--- src/verilog/ec_field_pkg.sv ---
//======================================================================
// Prime field definitions
//======================================================================
package ec_field_pkg;

  // Mersenne prime 2^13 - 1
  localparam int P       = 8191;
  localparam int FE_BITS = 13;
  localparam int MUL_LAT = 3;

  typedef logic [FE_BITS-1:0] fe_t;

  // Local additions used by both point units
  function automatic fe_t fe_add(fe_t a, fe_t b);
    logic [FE_BITS:0] s;
    s = a + b;
    return (s >= P) ? fe_t'(s - P) : fe_t'(s);
  endfunction

  function automatic fe_t fe_sub(fe_t a, fe_t b);
    return (a >= b) ? fe_t'(a - b) : fe_t'(a + P - b);
  endfunction

endpackage

--- src/verilog/ec_curve_pkg.sv ---
//======================================================================
// Curve and point definitions
//======================================================================
package ec_curve_pkg;

  // Coefficient a of y^2 = x^3 + a*x + b
  localparam ec_field_pkg::fe_t CURVE_A = 13'd2;

  // Scalar width
  localparam int K_BITS = 16;

  // Jacobian point, infinity is any point with z == 0
  typedef struct packed {
    ec_field_pkg::fe_t x;
    ec_field_pkg::fe_t y;
    ec_field_pkg::fe_t z;
  } point_t;

endpackage

--- src/verilog/fp_mult.sv ---
//======================================================================
// Pipelined modular multiplier
//======================================================================
module fp_mult (
  input  logic              i_clk,
  input  logic              i_rst,
  input  logic              i_val,
  input  ec_field_pkg::fe_t i_a,
  input  ec_field_pkg::fe_t i_b,
  input  logic              i_tag,
  output logic              o_val,
  output ec_field_pkg::fe_t o_res,
  output logic              o_tag
);
  import ec_field_pkg::*;

  logic [2*FE_BITS-1:0] prod;
  logic [FE_BITS:0]     fold;
  logic [FE_BITS:0]     fold2;
  fe_t                  res_q;
  logic [MUL_LAT-1:0]   val_sr;
  logic [MUL_LAT-1:0]   tag_sr;

  // Second fold adds the carry back in, since 2^13 = 1 mod P
  assign fold2 = fold[FE_BITS-1:0] + fold[FE_BITS];

  always_ff @(posedge i_clk) begin
    prod   <= i_a * i_b;
    fold   <= prod[FE_BITS-1:0] + prod[2*FE_BITS-1:FE_BITS];
    res_q  <= (fold2 >= P) ? fe_t'(fold2 - P) : fe_t'(fold2);
    tag_sr <= {tag_sr[MUL_LAT-2:0], i_tag};
  end

  always_ff @(posedge i_clk) begin
    if (i_rst) begin
      val_sr <= '0;
    end else begin
      val_sr <= {val_sr[MUL_LAT-2:0], i_val};
    end
  end

  assign o_val = val_sr[MUL_LAT-1];
  assign o_tag = tag_sr[MUL_LAT-1];
  assign o_res = res_q;

  // The reduction only holds for reduced operands
  assert property (@(posedge i_clk) disable iff (i_rst)
    i_val |-> (i_a < P && i_b < P));

endmodule

--- src/verilog/mult_arbiter.sv ---
//======================================================================
// Multiplier arbiter
//======================================================================
module mult_arbiter (
  input  logic              i_clk,
  input  logic              i_rst,
  input  logic [1:0]        i_req,
  input  ec_field_pkg::fe_t i_a0,
  input  ec_field_pkg::fe_t i_b0,
  input  ec_field_pkg::fe_t i_a1,
  input  ec_field_pkg::fe_t i_b1,
  output logic [1:0]        o_gnt,
  output logic              o_val,
  output ec_field_pkg::fe_t o_a,
  output ec_field_pkg::fe_t o_b,
  output logic              o_tag,
  input  logic              i_val,
  input  ec_field_pkg::fe_t i_res,
  input  logic              i_tag,
  output logic [1:0]        o_rval,
  output ec_field_pkg::fe_t o_res
);

  // Requester 1 has priority when set
  logic prio;

  always_comb begin
    o_gnt = 2'b00;
    if (i_req[0] && (!i_req[1] || !prio)) begin
      o_gnt = 2'b01;
    end else if (i_req[1]) begin
      o_gnt = 2'b10;
    end
  end

  assign o_val = |o_gnt;
  assign o_tag = o_gnt[1];
  assign o_a   = o_gnt[1] ? i_a1 : i_a0;
  assign o_b   = o_gnt[1] ? i_b1 : i_b0;

  // Pass priority to the other unit after each grant
  always_ff @(posedge i_clk) begin
    if (i_rst) begin
      prio <= 1'b0;
    end else if (o_gnt[0]) begin
      prio <= 1'b1;
    end else if (o_gnt[1]) begin
      prio <= 1'b0;
    end
  end

  // Products return to the unit named by the tag
  assign o_rval = {i_val & i_tag, i_val & ~i_tag};
  assign o_res  = i_res;

  // A unit left waiting gets the next grant alone
  assert property (@(posedge i_clk) disable iff (i_rst)
    (o_gnt[0] && i_req[1]) |=> (o_gnt == 2'b10));
  assert property (@(posedge i_clk) disable iff (i_rst)
    (o_gnt[1] && i_req[0]) |=> (o_gnt == 2'b01));

endmodule

--- src/verilog/point_dbl.sv ---
//======================================================================
// Jacobian point doubling
//======================================================================
module point_dbl (
  input  logic                 i_clk,
  input  logic                 i_rst,
  input  logic                 i_go,
  input  ec_curve_pkg::point_t i_p,
  output ec_curve_pkg::point_t o_p,
  output logic                 o_done,
  output logic                 o_mreq,
  output ec_field_pkg::fe_t    o_ma,
  output ec_field_pkg::fe_t    o_mb,
  input  logic                 i_mgnt,
  input  logic                 i_mval,
  input  ec_field_pkg::fe_t    i_mres
);
  import ec_field_pkg::*;
  import ec_curve_pkg::*;

  localparam int LAST = 9;

  point_t     p;
  fe_t        t0, t1, t2;
  fe_t        res2, res4, res8;
  logic [3:0] step;

  assign o_p  = p;
  assign res2 = fe_add(i_mres, i_mres);
  assign res4 = fe_add(res2, res2);
  assign res8 = fe_add(res4, res4);

  // Operands per step, held stable while the request waits
  always_comb begin
    case (step)
      4'd0:    begin o_ma = p.x;     o_mb = p.x; end
      4'd1:    begin o_ma = p.y;     o_mb = p.y; end
      4'd2:    begin o_ma = p.z;     o_mb = p.z; end
      4'd3:    begin o_ma = p.y;     o_mb = p.z; end
      4'd4:    begin o_ma = t1;      o_mb = t1;  end
      4'd5:    begin o_ma = p.x;     o_mb = t1;  end
      4'd6:    begin o_ma = t2;      o_mb = t2;  end
      4'd7:    begin o_ma = CURVE_A; o_mb = t2;  end
      4'd8:    begin o_ma = t0;      o_mb = t0;  end
      default: begin o_ma = t0;      o_mb = fe_sub(t1, p.x); end
    endcase
  end

  always_ff @(posedge i_clk) begin
    if (i_go) begin
      p <= i_p;
    end else if (i_mval) begin
      case (step)
        4'd0: t0 <= i_mres;
        4'd1: t1 <= i_mres;
        4'd2: t2 <= i_mres;
        // Z3 = 2*Y*Z
        4'd3: p.z <= res2;
        // y holds 8*Y^4 until the last step
        4'd4: p.y <= res8;
        // S = 4*X*Y^2
        4'd5: t1 <= res4;
        4'd6: t2 <= i_mres;
        // M = 3*X^2 + a*Z^4
        4'd7: t0 <= fe_add(fe_add(fe_add(t0, t0), t0), i_mres);
        4'd8: p.x <= fe_sub(i_mres, fe_add(t1, t1));
        default: p.y <= fe_sub(i_mres, p.y);
      endcase
    end
  end

  always_ff @(posedge i_clk) begin
    if (i_rst) begin
      step   <= '0;
      o_mreq <= 1'b0;
      o_done <= 1'b0;
    end else begin
      o_done <= 1'b0;
      if (i_go) begin
        step <= '0;
        // Doubling infinity stays at infinity
        if (i_p.z == '0) begin
          o_done <= 1'b1;
        end else begin
          o_mreq <= 1'b1;
        end
      end
      if (i_mgnt) begin
        o_mreq <= 1'b0;
      end
      if (i_mval) begin
        step <= step + 4'd1;
        if (step == LAST) begin
          o_done <= 1'b1;
        end else begin
          o_mreq <= 1'b1;
        end
      end
    end
  end

endmodule

--- src/verilog/point_add.sv ---
//======================================================================
// Jacobian point addition
//======================================================================
module point_add (
  input  logic                 i_clk,
  input  logic                 i_rst,
  input  logic                 i_go,
  input  ec_curve_pkg::point_t i_p1,
  input  ec_curve_pkg::point_t i_p2,
  output ec_curve_pkg::point_t o_p,
  output logic                 o_done,
  output logic                 o_same,
  output logic                 o_mreq,
  output ec_field_pkg::fe_t    o_ma,
  output ec_field_pkg::fe_t    o_mb,
  input  logic                 i_mgnt,
  input  logic                 i_mval,
  input  ec_field_pkg::fe_t    i_mres
);
  import ec_field_pkg::*;
  import ec_curve_pkg::*;

  localparam int LAST = 15;
  localparam int HR_STEP = 7;

  point_t     p1, p2;
  fe_t        t0, t1, t2, t3;
  fe_t        h, r;
  logic [3:0] step;

  assign o_p = p1;

  // H = U2 - U1 and R = S2 - S1, valid on the S2 product
  assign h = fe_sub(t3, t2);
  assign r = fe_sub(i_mres, t1);

  always_comb begin
    case (step)
      4'd0:    begin o_ma = p1.z; o_mb = p1.z; end
      4'd1:    begin o_ma = p2.z; o_mb = p2.z; end
      4'd2:    begin o_ma = p1.x; o_mb = t1;   end
      4'd3:    begin o_ma = p2.x; o_mb = t0;   end
      4'd4:    begin o_ma = p2.z; o_mb = t1;   end
      4'd5:    begin o_ma = p1.z; o_mb = t0;   end
      4'd6:    begin o_ma = p1.y; o_mb = t1;   end
      4'd7:    begin o_ma = p2.y; o_mb = t0;   end
      4'd8:    begin o_ma = p1.z; o_mb = p2.z; end
      4'd9:    begin o_ma = p1.z; o_mb = t3;   end
      4'd10:   begin o_ma = t3;   o_mb = t3;   end
      4'd11:   begin o_ma = t3;   o_mb = p2.x; end
      4'd12:   begin o_ma = t2;   o_mb = p2.x; end
      4'd13:   begin o_ma = t0;   o_mb = t0;   end
      4'd14:   begin o_ma = t1;   o_mb = t3;   end
      default: begin o_ma = t0;   o_mb = fe_sub(t2, p1.x); end
    endcase
  end

  // t0..t3 end up as R, S1, U1 and H; p2.x is reused for H^2
  always_ff @(posedge i_clk) begin
    if (i_go) begin
      p1 <= (i_p1.z == '0) ? i_p2 : i_p1;
      p2 <= i_p2;
    end else if (i_mval) begin
      case (step)
        4'd0, 4'd5: t0 <= i_mres;
        4'd1, 4'd4, 4'd6, 4'd14: t1 <= i_mres;
        4'd2, 4'd12: t2 <= i_mres;
        4'd3, 4'd11: t3 <= i_mres;
        4'd7: begin
          t0 <= r;
          t3 <= h;
        end
        4'd8, 4'd9: p1.z <= i_mres;
        4'd10: p2.x <= i_mres;
        // X3 = R^2 - H^3 - 2*V
        4'd13: p1.x <= fe_sub(fe_sub(i_mres, t3), fe_add(t2, t2));
        default: p1.y <= fe_sub(i_mres, t1);
      endcase
    end
  end

  always_ff @(posedge i_clk) begin
    if (i_rst) begin
      step   <= '0;
      o_mreq <= 1'b0;
      o_done <= 1'b0;
      o_same <= 1'b0;
    end else begin
      o_done <= 1'b0;
      o_same <= 1'b0;
      if (i_go) begin
        step <= '0;
        if (i_p1.z == '0 || i_p2.z == '0) begin
          o_done <= 1'b1;
        end else begin
          o_mreq <= 1'b1;
        end
      end
      if (i_mgnt) begin
        o_mreq <= 1'b0;
      end
      if (i_mval) begin
        step <= step + 4'd1;
        if (step == HR_STEP && h == '0 && r == '0) begin
          o_same <= 1'b1;
        end else if (step == LAST) begin
          o_done <= 1'b1;
        end else begin
          o_mreq <= 1'b1;
        end
      end
    end
  end

endmodule

--- src/verilog/point_mult_ctrl.sv ---
//======================================================================
// Double-and-add control
//======================================================================
module point_mult_ctrl (
  input  logic                            i_clk,
  input  logic                            i_rst,
  input  logic                            i_start,
  input  logic                            i_add_start,
  input  logic [ec_curve_pkg::K_BITS-1:0] i_k,
  input  ec_curve_pkg::point_t            i_p,
  input  ec_curve_pkg::point_t            i_p2,
  output logic                            o_dbl_go,
  output ec_curve_pkg::point_t            o_dbl_p,
  input  logic                            i_dbl_done,
  input  ec_curve_pkg::point_t            i_dbl_p,
  output logic                            o_add_go,
  output ec_curve_pkg::point_t            o_add_p1,
  output ec_curve_pkg::point_t            o_add_p2,
  input  logic                            i_add_done,
  input  logic                            i_add_same,
  input  ec_curve_pkg::point_t            i_add_p,
  output ec_curve_pkg::point_t            o_p,
  output logic                            o_done,
  output logic                            o_busy
);
  import ec_curve_pkg::*;

  typedef enum logic [1:0] {S_IDLE, S_ISSUE, S_WAIT} state_t;

  state_t            state;
  point_t            q, n;
  logic [K_BITS-1:0] k;
  logic              add_pend, dbl_pend;
  // Doubling of N was launched in this bit
  logic              dbl_used;
  // Next doubler result also becomes Q
  logic              q_from_dbl;

  assign o_p      = q;
  assign o_add_p1 = q;
  assign o_add_p2 = n;
  assign o_dbl_p  = n;

  always_ff @(posedge i_clk) begin
    if (i_rst) begin
      state      <= S_IDLE;
      k          <= '0;
      o_busy     <= 1'b0;
      o_done     <= 1'b0;
      o_dbl_go   <= 1'b0;
      o_add_go   <= 1'b0;
      add_pend   <= 1'b0;
      dbl_pend   <= 1'b0;
      dbl_used   <= 1'b0;
      q_from_dbl <= 1'b0;
    end else begin
      o_done   <= 1'b0;
      o_dbl_go <= 1'b0;
      o_add_go <= 1'b0;
      if (o_done) begin
        o_busy <= 1'b0;
      end
      case (state)
        S_IDLE: begin
          dbl_used   <= 1'b0;
          q_from_dbl <= 1'b0;
          if (!o_busy && i_start) begin
            // Q starts at infinity
            q      <= '0;
            n      <= i_p;
            k      <= i_k;
            o_busy <= 1'b1;
            state  <= S_ISSUE;
          end else if (!o_busy && i_add_start) begin
            // Direct add is a single pass with no scalar bits left
            q        <= i_p;
            n        <= i_p2;
            k        <= '0;
            o_busy   <= 1'b1;
            o_add_go <= 1'b1;
            add_pend <= 1'b1;
            state    <= S_WAIT;
          end
        end
        S_ISSUE: begin
          q_from_dbl <= 1'b0;
          if (k == '0) begin
            o_done <= 1'b1;
            state  <= S_IDLE;
          end else begin
            o_add_go <= k[0];
            add_pend <= k[0];
            // No doubling needed once the remaining bits are zero
            o_dbl_go <= |k[K_BITS-1:1];
            dbl_pend <= |k[K_BITS-1:1];
            dbl_used <= |k[K_BITS-1:1];
            k        <= k >> 1;
            state    <= S_WAIT;
          end
        end
        default: begin
          if (i_add_done) begin
            add_pend <= 1'b0;
            q        <= i_add_p;
          end
          // Q == N, so Q + N is the doubling of N
          if (i_add_same) begin
            add_pend <= 1'b0;
            if (!dbl_used) begin
              o_dbl_go   <= 1'b1;
              dbl_pend   <= 1'b1;
              q_from_dbl <= 1'b1;
            end else if (dbl_pend && !i_dbl_done) begin
              q_from_dbl <= 1'b1;
            end else if (!dbl_pend) begin
              q <= n;
            end
          end
          if (i_dbl_done) begin
            dbl_pend <= 1'b0;
            n        <= i_dbl_p;
            if (q_from_dbl || (i_add_same && dbl_used)) begin
              q <= i_dbl_p;
            end
          end
          if (!add_pend && !dbl_pend) begin
            state <= S_ISSUE;
          end
        end
      endcase
    end
  end

  // A unit is not started again before it reports back
  assert property (@(posedge i_clk) disable iff (i_rst)
    o_dbl_go |=> !o_dbl_go until i_dbl_done);
  assert property (@(posedge i_clk) disable iff (i_rst)
    o_add_go |=> !o_add_go until (i_add_done || i_add_same));

endmodule

--- src/verilog/ec_point_mult.sv ---
//======================================================================
// Elliptic curve point multiplier
//======================================================================
module ec_point_mult (
  input  logic                            i_clk,
  input  logic                            i_rst,
  input  logic                            i_start,
  input  logic                            i_add_start,
  input  logic [ec_curve_pkg::K_BITS-1:0] i_k,
  input  ec_curve_pkg::point_t            i_p,
  input  ec_curve_pkg::point_t            i_p2,
  output ec_curve_pkg::point_t            o_p,
  output logic                            o_done,
  output logic                            o_busy
);
  import ec_field_pkg::*;
  import ec_curve_pkg::*;

  point_t     dbl_p_in, dbl_p_out, add_p1, add_p2, add_p_out;
  logic       dbl_go, dbl_done, add_go, add_done, add_same;
  // Index 0 is the doubler, index 1 the adder
  logic [1:0] mreq, mgnt, mrval;
  fe_t        dbl_ma, dbl_mb, add_ma, add_mb;
  fe_t        arb_a, arb_b, mul_res, arb_res;
  logic       arb_val, arb_tag, mul_val, mul_tag;

  point_mult_ctrl u_ctrl (
    .i_clk       (i_clk),
    .i_rst       (i_rst),
    .i_start     (i_start),
    .i_add_start (i_add_start),
    .i_k         (i_k),
    .i_p         (i_p),
    .i_p2        (i_p2),
    .o_dbl_go    (dbl_go),
    .o_dbl_p     (dbl_p_in),
    .i_dbl_done  (dbl_done),
    .i_dbl_p     (dbl_p_out),
    .o_add_go    (add_go),
    .o_add_p1    (add_p1),
    .o_add_p2    (add_p2),
    .i_add_done  (add_done),
    .i_add_same  (add_same),
    .i_add_p     (add_p_out),
    .o_p         (o_p),
    .o_done      (o_done),
    .o_busy      (o_busy)
  );

  point_dbl u_dbl (
    .i_clk  (i_clk),
    .i_rst  (i_rst),
    .i_go   (dbl_go),
    .i_p    (dbl_p_in),
    .o_p    (dbl_p_out),
    .o_done (dbl_done),
    .o_mreq (mreq[0]),
    .o_ma   (dbl_ma),
    .o_mb   (dbl_mb),
    .i_mgnt (mgnt[0]),
    .i_mval (mrval[0]),
    .i_mres (arb_res)
  );

  point_add u_add (
    .i_clk  (i_clk),
    .i_rst  (i_rst),
    .i_go   (add_go),
    .i_p1   (add_p1),
    .i_p2   (add_p2),
    .o_p    (add_p_out),
    .o_done (add_done),
    .o_same (add_same),
    .o_mreq (mreq[1]),
    .o_ma   (add_ma),
    .o_mb   (add_mb),
    .i_mgnt (mgnt[1]),
    .i_mval (mrval[1]),
    .i_mres (arb_res)
  );

  mult_arbiter u_arb (
    .i_clk  (i_clk),
    .i_rst  (i_rst),
    .i_req  (mreq),
    .i_a0   (dbl_ma),
    .i_b0   (dbl_mb),
    .i_a1   (add_ma),
    .i_b1   (add_mb),
    .o_gnt  (mgnt),
    .o_val  (arb_val),
    .o_a    (arb_a),
    .o_b    (arb_b),
    .o_tag  (arb_tag),
    .i_val  (mul_val),
    .i_res  (mul_res),
    .i_tag  (mul_tag),
    .o_rval (mrval),
    .o_res  (arb_res)
  );

  fp_mult u_mult (
    .i_clk (i_clk),
    .i_rst (i_rst),
    .i_val (arb_val),
    .i_a   (arb_a),
    .i_b   (arb_b),
    .i_tag (arb_tag),
    .o_val (mul_val),
    .o_res (mul_res),
    .o_tag (mul_tag)
  );

endmodule

--- config.mk ---
export PLATFORM = sky130hd
export DESIGN_NAME = ec_point_mult
export DESIGN_NICKNAME = d
export VERILOG_FILES = /design/src/verilog/ec_field_pkg.sv /design/src/verilog/ec_curve_pkg.sv /design/src/verilog/fp_mult.sv /design/src/verilog/mult_arbiter.sv /design/src/verilog/point_dbl.sv /design/src/verilog/point_add.sv /design/src/verilog/point_mult_ctrl.sv /design/src/verilog/ec_point_mult.sv
export SDC_FILE = /design/constraint.sdc
export NUM_CORES = 2
export LEC_CHECK = 0
export BUFFER_PORTS_ARGS = -buffer_cell sky130_fd_sc_hd__buf_2
export CAP_MARGIN = 20
export CELL_PAD_IN_SITES_DETAIL_PLACEMENT = 0
export CELL_PAD_IN_SITES_GLOBAL_PLACEMENT = 1
export CORE_MARGIN = 2
export CORE_UTILIZATION = 30
export CTS_BUF_LIST = sky130_fd_sc_hd__clkbuf_4 sky130_fd_sc_hd__clkbuf_8
export CTS_CLUSTER_SIZE = 40
export DETAILED_ROUTE_END_ITERATION = 10
export GPL_ROUTABILITY_DRIVEN = 0
export HOLD_SLACK_MARGIN = 0.12
export PLACE_DENSITY = 0.65
export SKIP_CTS_REPAIR_TIMING = 1
export SLEW_MARGIN = 0
export SYNTH_ARGS = -nofsm -noshare
export SYNTH_HDL_FRONTEND = slang
export SYNTH_SLANG_ARGS = --single-unit
--- constraint.sdc ---
create_clock -name i_clk -period 9.1 [get_ports i_clk]
set_input_delay 0.91 -clock i_clk [delete_from_list [all_inputs] [get_ports i_clk]]
set_output_delay 0.91 -clock i_clk [all_outputs]
set_load 0.01 [all_outputs]
Yosys cells after proc, flatten, opt, wreduce, memory -nomap -nowiden
Cells that the tools add are included.
W data, S select, Z words.
- flip-flop bits (word level): 385
- input port bits: 98
- output and inout bits: 41
- add/sub/neg operators: 42
- $mul: 1
- $lt $le $gt $ge: 17
- equality and inequality tests: 33
- mux-type cells: 120
- bitwise logic cells: 9
- reductions and logical operators: 90
- operators by type and width (kind ; number):
    $mux W39 ; 17
    $mux W13 ; 27
    $pmux W13 S6 ; 3
    $sub A13 B13 Y13 ; 16
    $pmux W39 S2 ; 2
    $pmux W13 S2 ; 5
    $add A13 B13 Y14 ; 9
    $ge A14 B13 Y1 const B ; 9
    $pmux W13 S9 ; 1
    $sub A13 B13 Y13 const B ; 9
    $ge A13 B13 Y1 ; 8
    $add A13 B13 Y13 const B ; 5
    $logic_not A13 Y1 ; 4
    $mux W16 ; 3
    $mux W1 ; 45
    $eq A4 B4 Y1 const B ; 10
    $reduce_or A2 Y1 ; 17
    $eq A4 B3 Y1 const B ; 8
    $pmux W16 S2 ; 1
    $reduce_or A15 Y1 ; 2
    $reduce_bool A2 Y1 ; 14
    $reduce_and A3 Y1 ; 9
    $mul A13 B13 Y26 ; 1
    $reduce_and A2 Y1 ; 10
    27 further kinds ; 77

Depth between registers and ports, before layout
- depth after elaboration: 12
- mapped depth: 34
- mapped depth without buffers: 32

By module
Synthesis repeated with hierarchy kept, for this count alone.
- cells, all modules: 4183
- area, all modules: 37419.6 um^2
- modules (own cells, without submodules) (module ; instances ; cells an instance ; area an instance (um^2) ; seq. area each (um^2)):
    point_add ; 1 ; 1340 ; 11918.9 ; 4043.9
    point_dbl ; 1 ; 1166 ; 9989.6 ; 2462.4
    fp_mult ; 1 ; 905 ; 8046.5 ; 1181.1
    point_mult_ctrl ; 1 ; 720 ; 6886.6 ; 2862.7
    mult_arbiter ; 1 ; 52 ; 578.1 ; 20.0

Worst setup path after synthesis
Ideal clock, no wire load.
- path type: reg2reg
- from: reg u_add.t2[1]
- to: reg u_mult.prod[25]
- library setup time: 0.072 ns
- data arrival time: 7.891 ns
- slack: 1.137 ns
- cell stages (with the launch flop): 30
- buffers on the path: 0
- clock period less this slack: 7.963 ns
- cells stage by stage: edfxtp_1 -> ha_1 -> nor2b_1 -> o31ai_1 -> a211o_1 -> a31o_1 -> and3_4 -> o31ai_4 -> a41oi_1 -> xnor2_1 -> a211oi_2 -> or3_1 -> fa_1 -> inv_1 -> fa_1 -> fa_1 -> fa_1 -> inv_1 -> fa_1 -> inv_1 -> ha_1 -> a21o_1 -> a21o_1 -> a21o_1 -> a21o_1 -> a221o_1 -> a2111oi_0 -> o21bai_1 -> a21oi_1 -> xnor2_1
- longest elaborated chain between the ends: 6
- elaborated cells on any way between the ends: 10
- RTL lines (what ; line ; source):
    start: declaration ; point_add.sv:27 ; fe_t t0, t1, t2, t3;
    start signal: assignment ; point_add.sv:67 ; 4'd2, 4'd12: t2 <= i_mres;
    $add A13 B13 Y13 ; ec_field_pkg.sv:21 ; return (a >= b) ? fe_t'(a - b) : fe_t'(a + P - b);
    $sub A13 B13 Y13 ; ec_field_pkg.sv:21 ;
    $mux W13 ; ec_field_pkg.sv:21 ;
    $pmux W13 S6 ; point_add.sv:38 ; case (step)
    $mux W13 ; mult_arbiter.sv:39 ; assign o_b = o_gnt[1] ? i_b1 : i_b0;
    $mul A13 B13 Y26 (*) ; fp_mult.sv:28 ; prod <= i_a * i_b;
    end signal: assignment ; fp_mult.sv:28 ;
    end: declaration ; fp_mult.sv:17 ; logic [2*FE_BITS-1:0] prod;
Mark *: on every way between the ends. The rest lies on a longest branch, timed or not.
A chain may end at the register's enable or synchronous reset.

Worst setup path in the final report
- from: reg u_add.step[0]
- to: reg u_mult.prod[24]
- longest elaborated chain between the ends: 5
- elaborated cells on any way between the ends: 28
- RTL lines (what ; line ; source):
    start: declaration ; point_add.sv:29 ; logic [3:0] step;
    start signal: assignment ; point_add.sv:103 ; step <= step + 4'd1;
    $eq A4 B3 Y1 (tied with other cells) ; point_add.sv:38 ;
    $reduce_or A4 Y1 (no source line) (tied with other cells) ; -- ;
    $pmux W13 S9 or $pmux W13 S6 (tied branches) ; point_add.sv:38 ;
    $mux W13 (on tied branches) ; mult_arbiter.sv:38, mult_arbiter.sv:39 ;
    $mul A13 B13 Y26 (*) ; fp_mult.sv:28 ;
Marked as above.

==> results.md <==
* Status: finished clean
* DRT Pass-1 Iters at 10
* Crit path DAT at 9.26 ns
* Final instance area at 40170 µm²
* Cell count after placement at 5647
* Setup crit start: u_add.step[0]
* Number of flops mapped to enable cells by yosys at 286
* Sequential share of the synthesized area at 29.66%
* Post-DP HPWL at 119.8 mm
* Top FF cell, synth: edfxtp_1
* Tot GR Track Use at 24.65%
* Synth Area per Inst at 8.785 µm²
* Die W at 348.7 µm
* Routed Antenna Nets at 0
* HP Start: u_mult.tag_sr[1]
* Cell Rows at 126
* Post-Synthesis Cell Area at 35640 µm²
* Maximum buffer depth of the clock tree at 3
* Synth async-reset ratio at 0%
* Fin util at 34.06%
* Total wire length at 154.5 mm
* Tmin final at 8.650 ns
* YS warnings at 0
* Register bit total from synthesis at 385
* GRT met3 Usage at 5.275%
* Final setup viols at 0
* Vias/cell at 5.777
* Fin cells at 5789
* Total die area at 121600 µm²
* Clock tree from TritonCTS: built
* Slowest-stage cell, CP: or4_1
* DRC Markers at 0
* Vias in the first global route at 31280
* Worst skew pair latency at 0.73 ns
* Fraction of layout cells with a size suffix above 1 at 11.81%
* Setup crit end kind: flop
* Final nets at 4708
* Actual slew at the worst max-slew pin at 1.226 ns
* Total core area at 117900 µm²
* Post-Synthesis Cells at 4057
* Root buffer cell: clkbuf_8
* Post-Syn Nets at 4575
* Most frequent cells in the layout: 381 x nand2_1, 355 x nor2_1, 352 x inv_1, 286 x edfxtp_1, 280 x ha_1
* Met1 Usage GRT at 33.98%
* Die Y at 348.7 µm
* Largest net degree at the start of global routing at 69
* Tcrit/Tclk final at 95.05%
* Grt total ovfl at 0
* Worst hold path class: flop to flop
* H-tree lvl count at 3
* Area after DPL at 38540 µm²
* Startpoint types: flop
* Syn-to-layout area delta at 12.70%
* Max Freq at 115.6 MHz
* Worst EP required at 9.71 ns
* Clock Skews at 0.05647 ns
* TritonCTS Sinks at 385
* Hold violation count in the final report at 0
* CP max stage delay at 0.89 ns
* Max-cap violations at 0
* Initial Util at 30.22%
* Num CTS Buffers at 75
* GR peak layer: met2
* Initial antenna violation count at 7
* Worst r2r src: u_add.step[0]
* TNS Setup at 0 ns
* RSZ-0062 raised after global routing: no
* Port bufs at 138
* WL per Instance at 26.69 µm
* Max Slew Vio Count at 0
* Distinct cells, synth at 95
* Global-route wire length before repair at 219.8 mm
* Crit Path Max Fanout at 16
* Routing usage on met2 at 35.77%
* Critical path type: flop to flop
* Slew headroom at 17.87%
* Io pins at 139
* Cell repeated most along the worst path: fa_1
* Routed via count at 33450
* Most common cell after layout, fill and taps aside: nand2_1
* Starting DRT DRC Count at 4601
* Worst-path clk slew at 0.06 ns
[metrics by stage]
stage	setup WS, ns	hold WS (ns)
3_3_place_gp	0.4008	0.3129
6_report	0.4501	0.3323
4_1_cts	0.2085	0.3272
2_1_floorplan	1.137	0.3096
5_1_grt	0.003445	0.3338
3_5_place_dp	0.2779	0.3138
[cell families (layout without fill, tap and decap cells)]
| logic type | after synthesis | after routing | synth area share (%) |
|---|---|---|---|
| compound gates | 1079 | 1079 | 20.45 |
| xor+xnor | 200 | 200 | 4.915 |
| fa+ha+maj | 420 | 420 | 17.69 |
| buf+inv | 562 | 755 | 5.996 |
| flops | 385 | 385 | 29.66 |
| mux | 162 | 162 | 4.715 |
| other cells | 0 | 3 | 0 |
| simple gates | 1249 | 1249 | 16.58 |
[worst max-delay path, delay by kind of cell, from the launching register on]
family	cells	cell delay, ns
fa+ha+maj	7	3.13
compound gates	13	2.69
simple gates	4	1.82
buf+inv	4	0.38
flops	1	0.36
xor+xnor	1	0.12
[final timing paths]
kind	slack, ns	end	depth (start not counted)
worst max-delay path	0.45	u_mult.prod[24]	29
worst min-delay path	0.33	u_mult.tag_sr[2]	0
worst max register to register	0.45	u_mult.prod[24]	29
worst min register to register	0.33	u_mult.tag_sr[2]	0
[synthesized netlist by cell type, drive strengths merged, types with 84 or more instances]
master	count	area (µm²)
inv	352	1321
nand3	86	430.4
dfxtp	99	1982
o21ai	217	1090
edfxtp	286	8588
a21oi	242	1215
ha	280	3503
mux2i	115	1151
xor2	84	735.7
xnor2	116	1016
nor2	356	1336
fa	140	2803
nand2	381	1430
clkbuf	174	655.6
[final cells by class]
cell class,instances,area (µm²)
clock inverter,43,361.6
antenna,3,7.507
sequential,385,10580
timing repair buffer,265,1675
tap,1536,1922
multi-input combinational,3110,23110
fill,12320,77750
inverter,353,1325
clock buffer,94,1187
[metal layers]
metal  share of wire (%)  vias to the layer above
met2                  41                     1894
met5                   0                        -
met4                 6.6                        0
met3                  10                      396
li1                    -                    14960
met1                  43                    16190
[registers in the layout, summed over array words and instances, names as in the netlist, 13 cells and up]
signal	flops
u_add.o_p	39
u_add.p2	39
u_add.t0	13
u_add.t1	13
u_add.t2	13
u_add.t3	13
u_ctrl.k	16
u_ctrl.o_add_p1	39
u_ctrl.o_add_p2	39
u_dbl.o_p	39
u_dbl.t0	13
u_dbl.t1	13
u_dbl.t2	13
u_mult.fold	14
u_mult.o_res	13
u_mult.prod	26
Power is left out: the tool's default activity adds up to more than one toggle a clock period on the data nets, which glitch-free logic cannot reach.
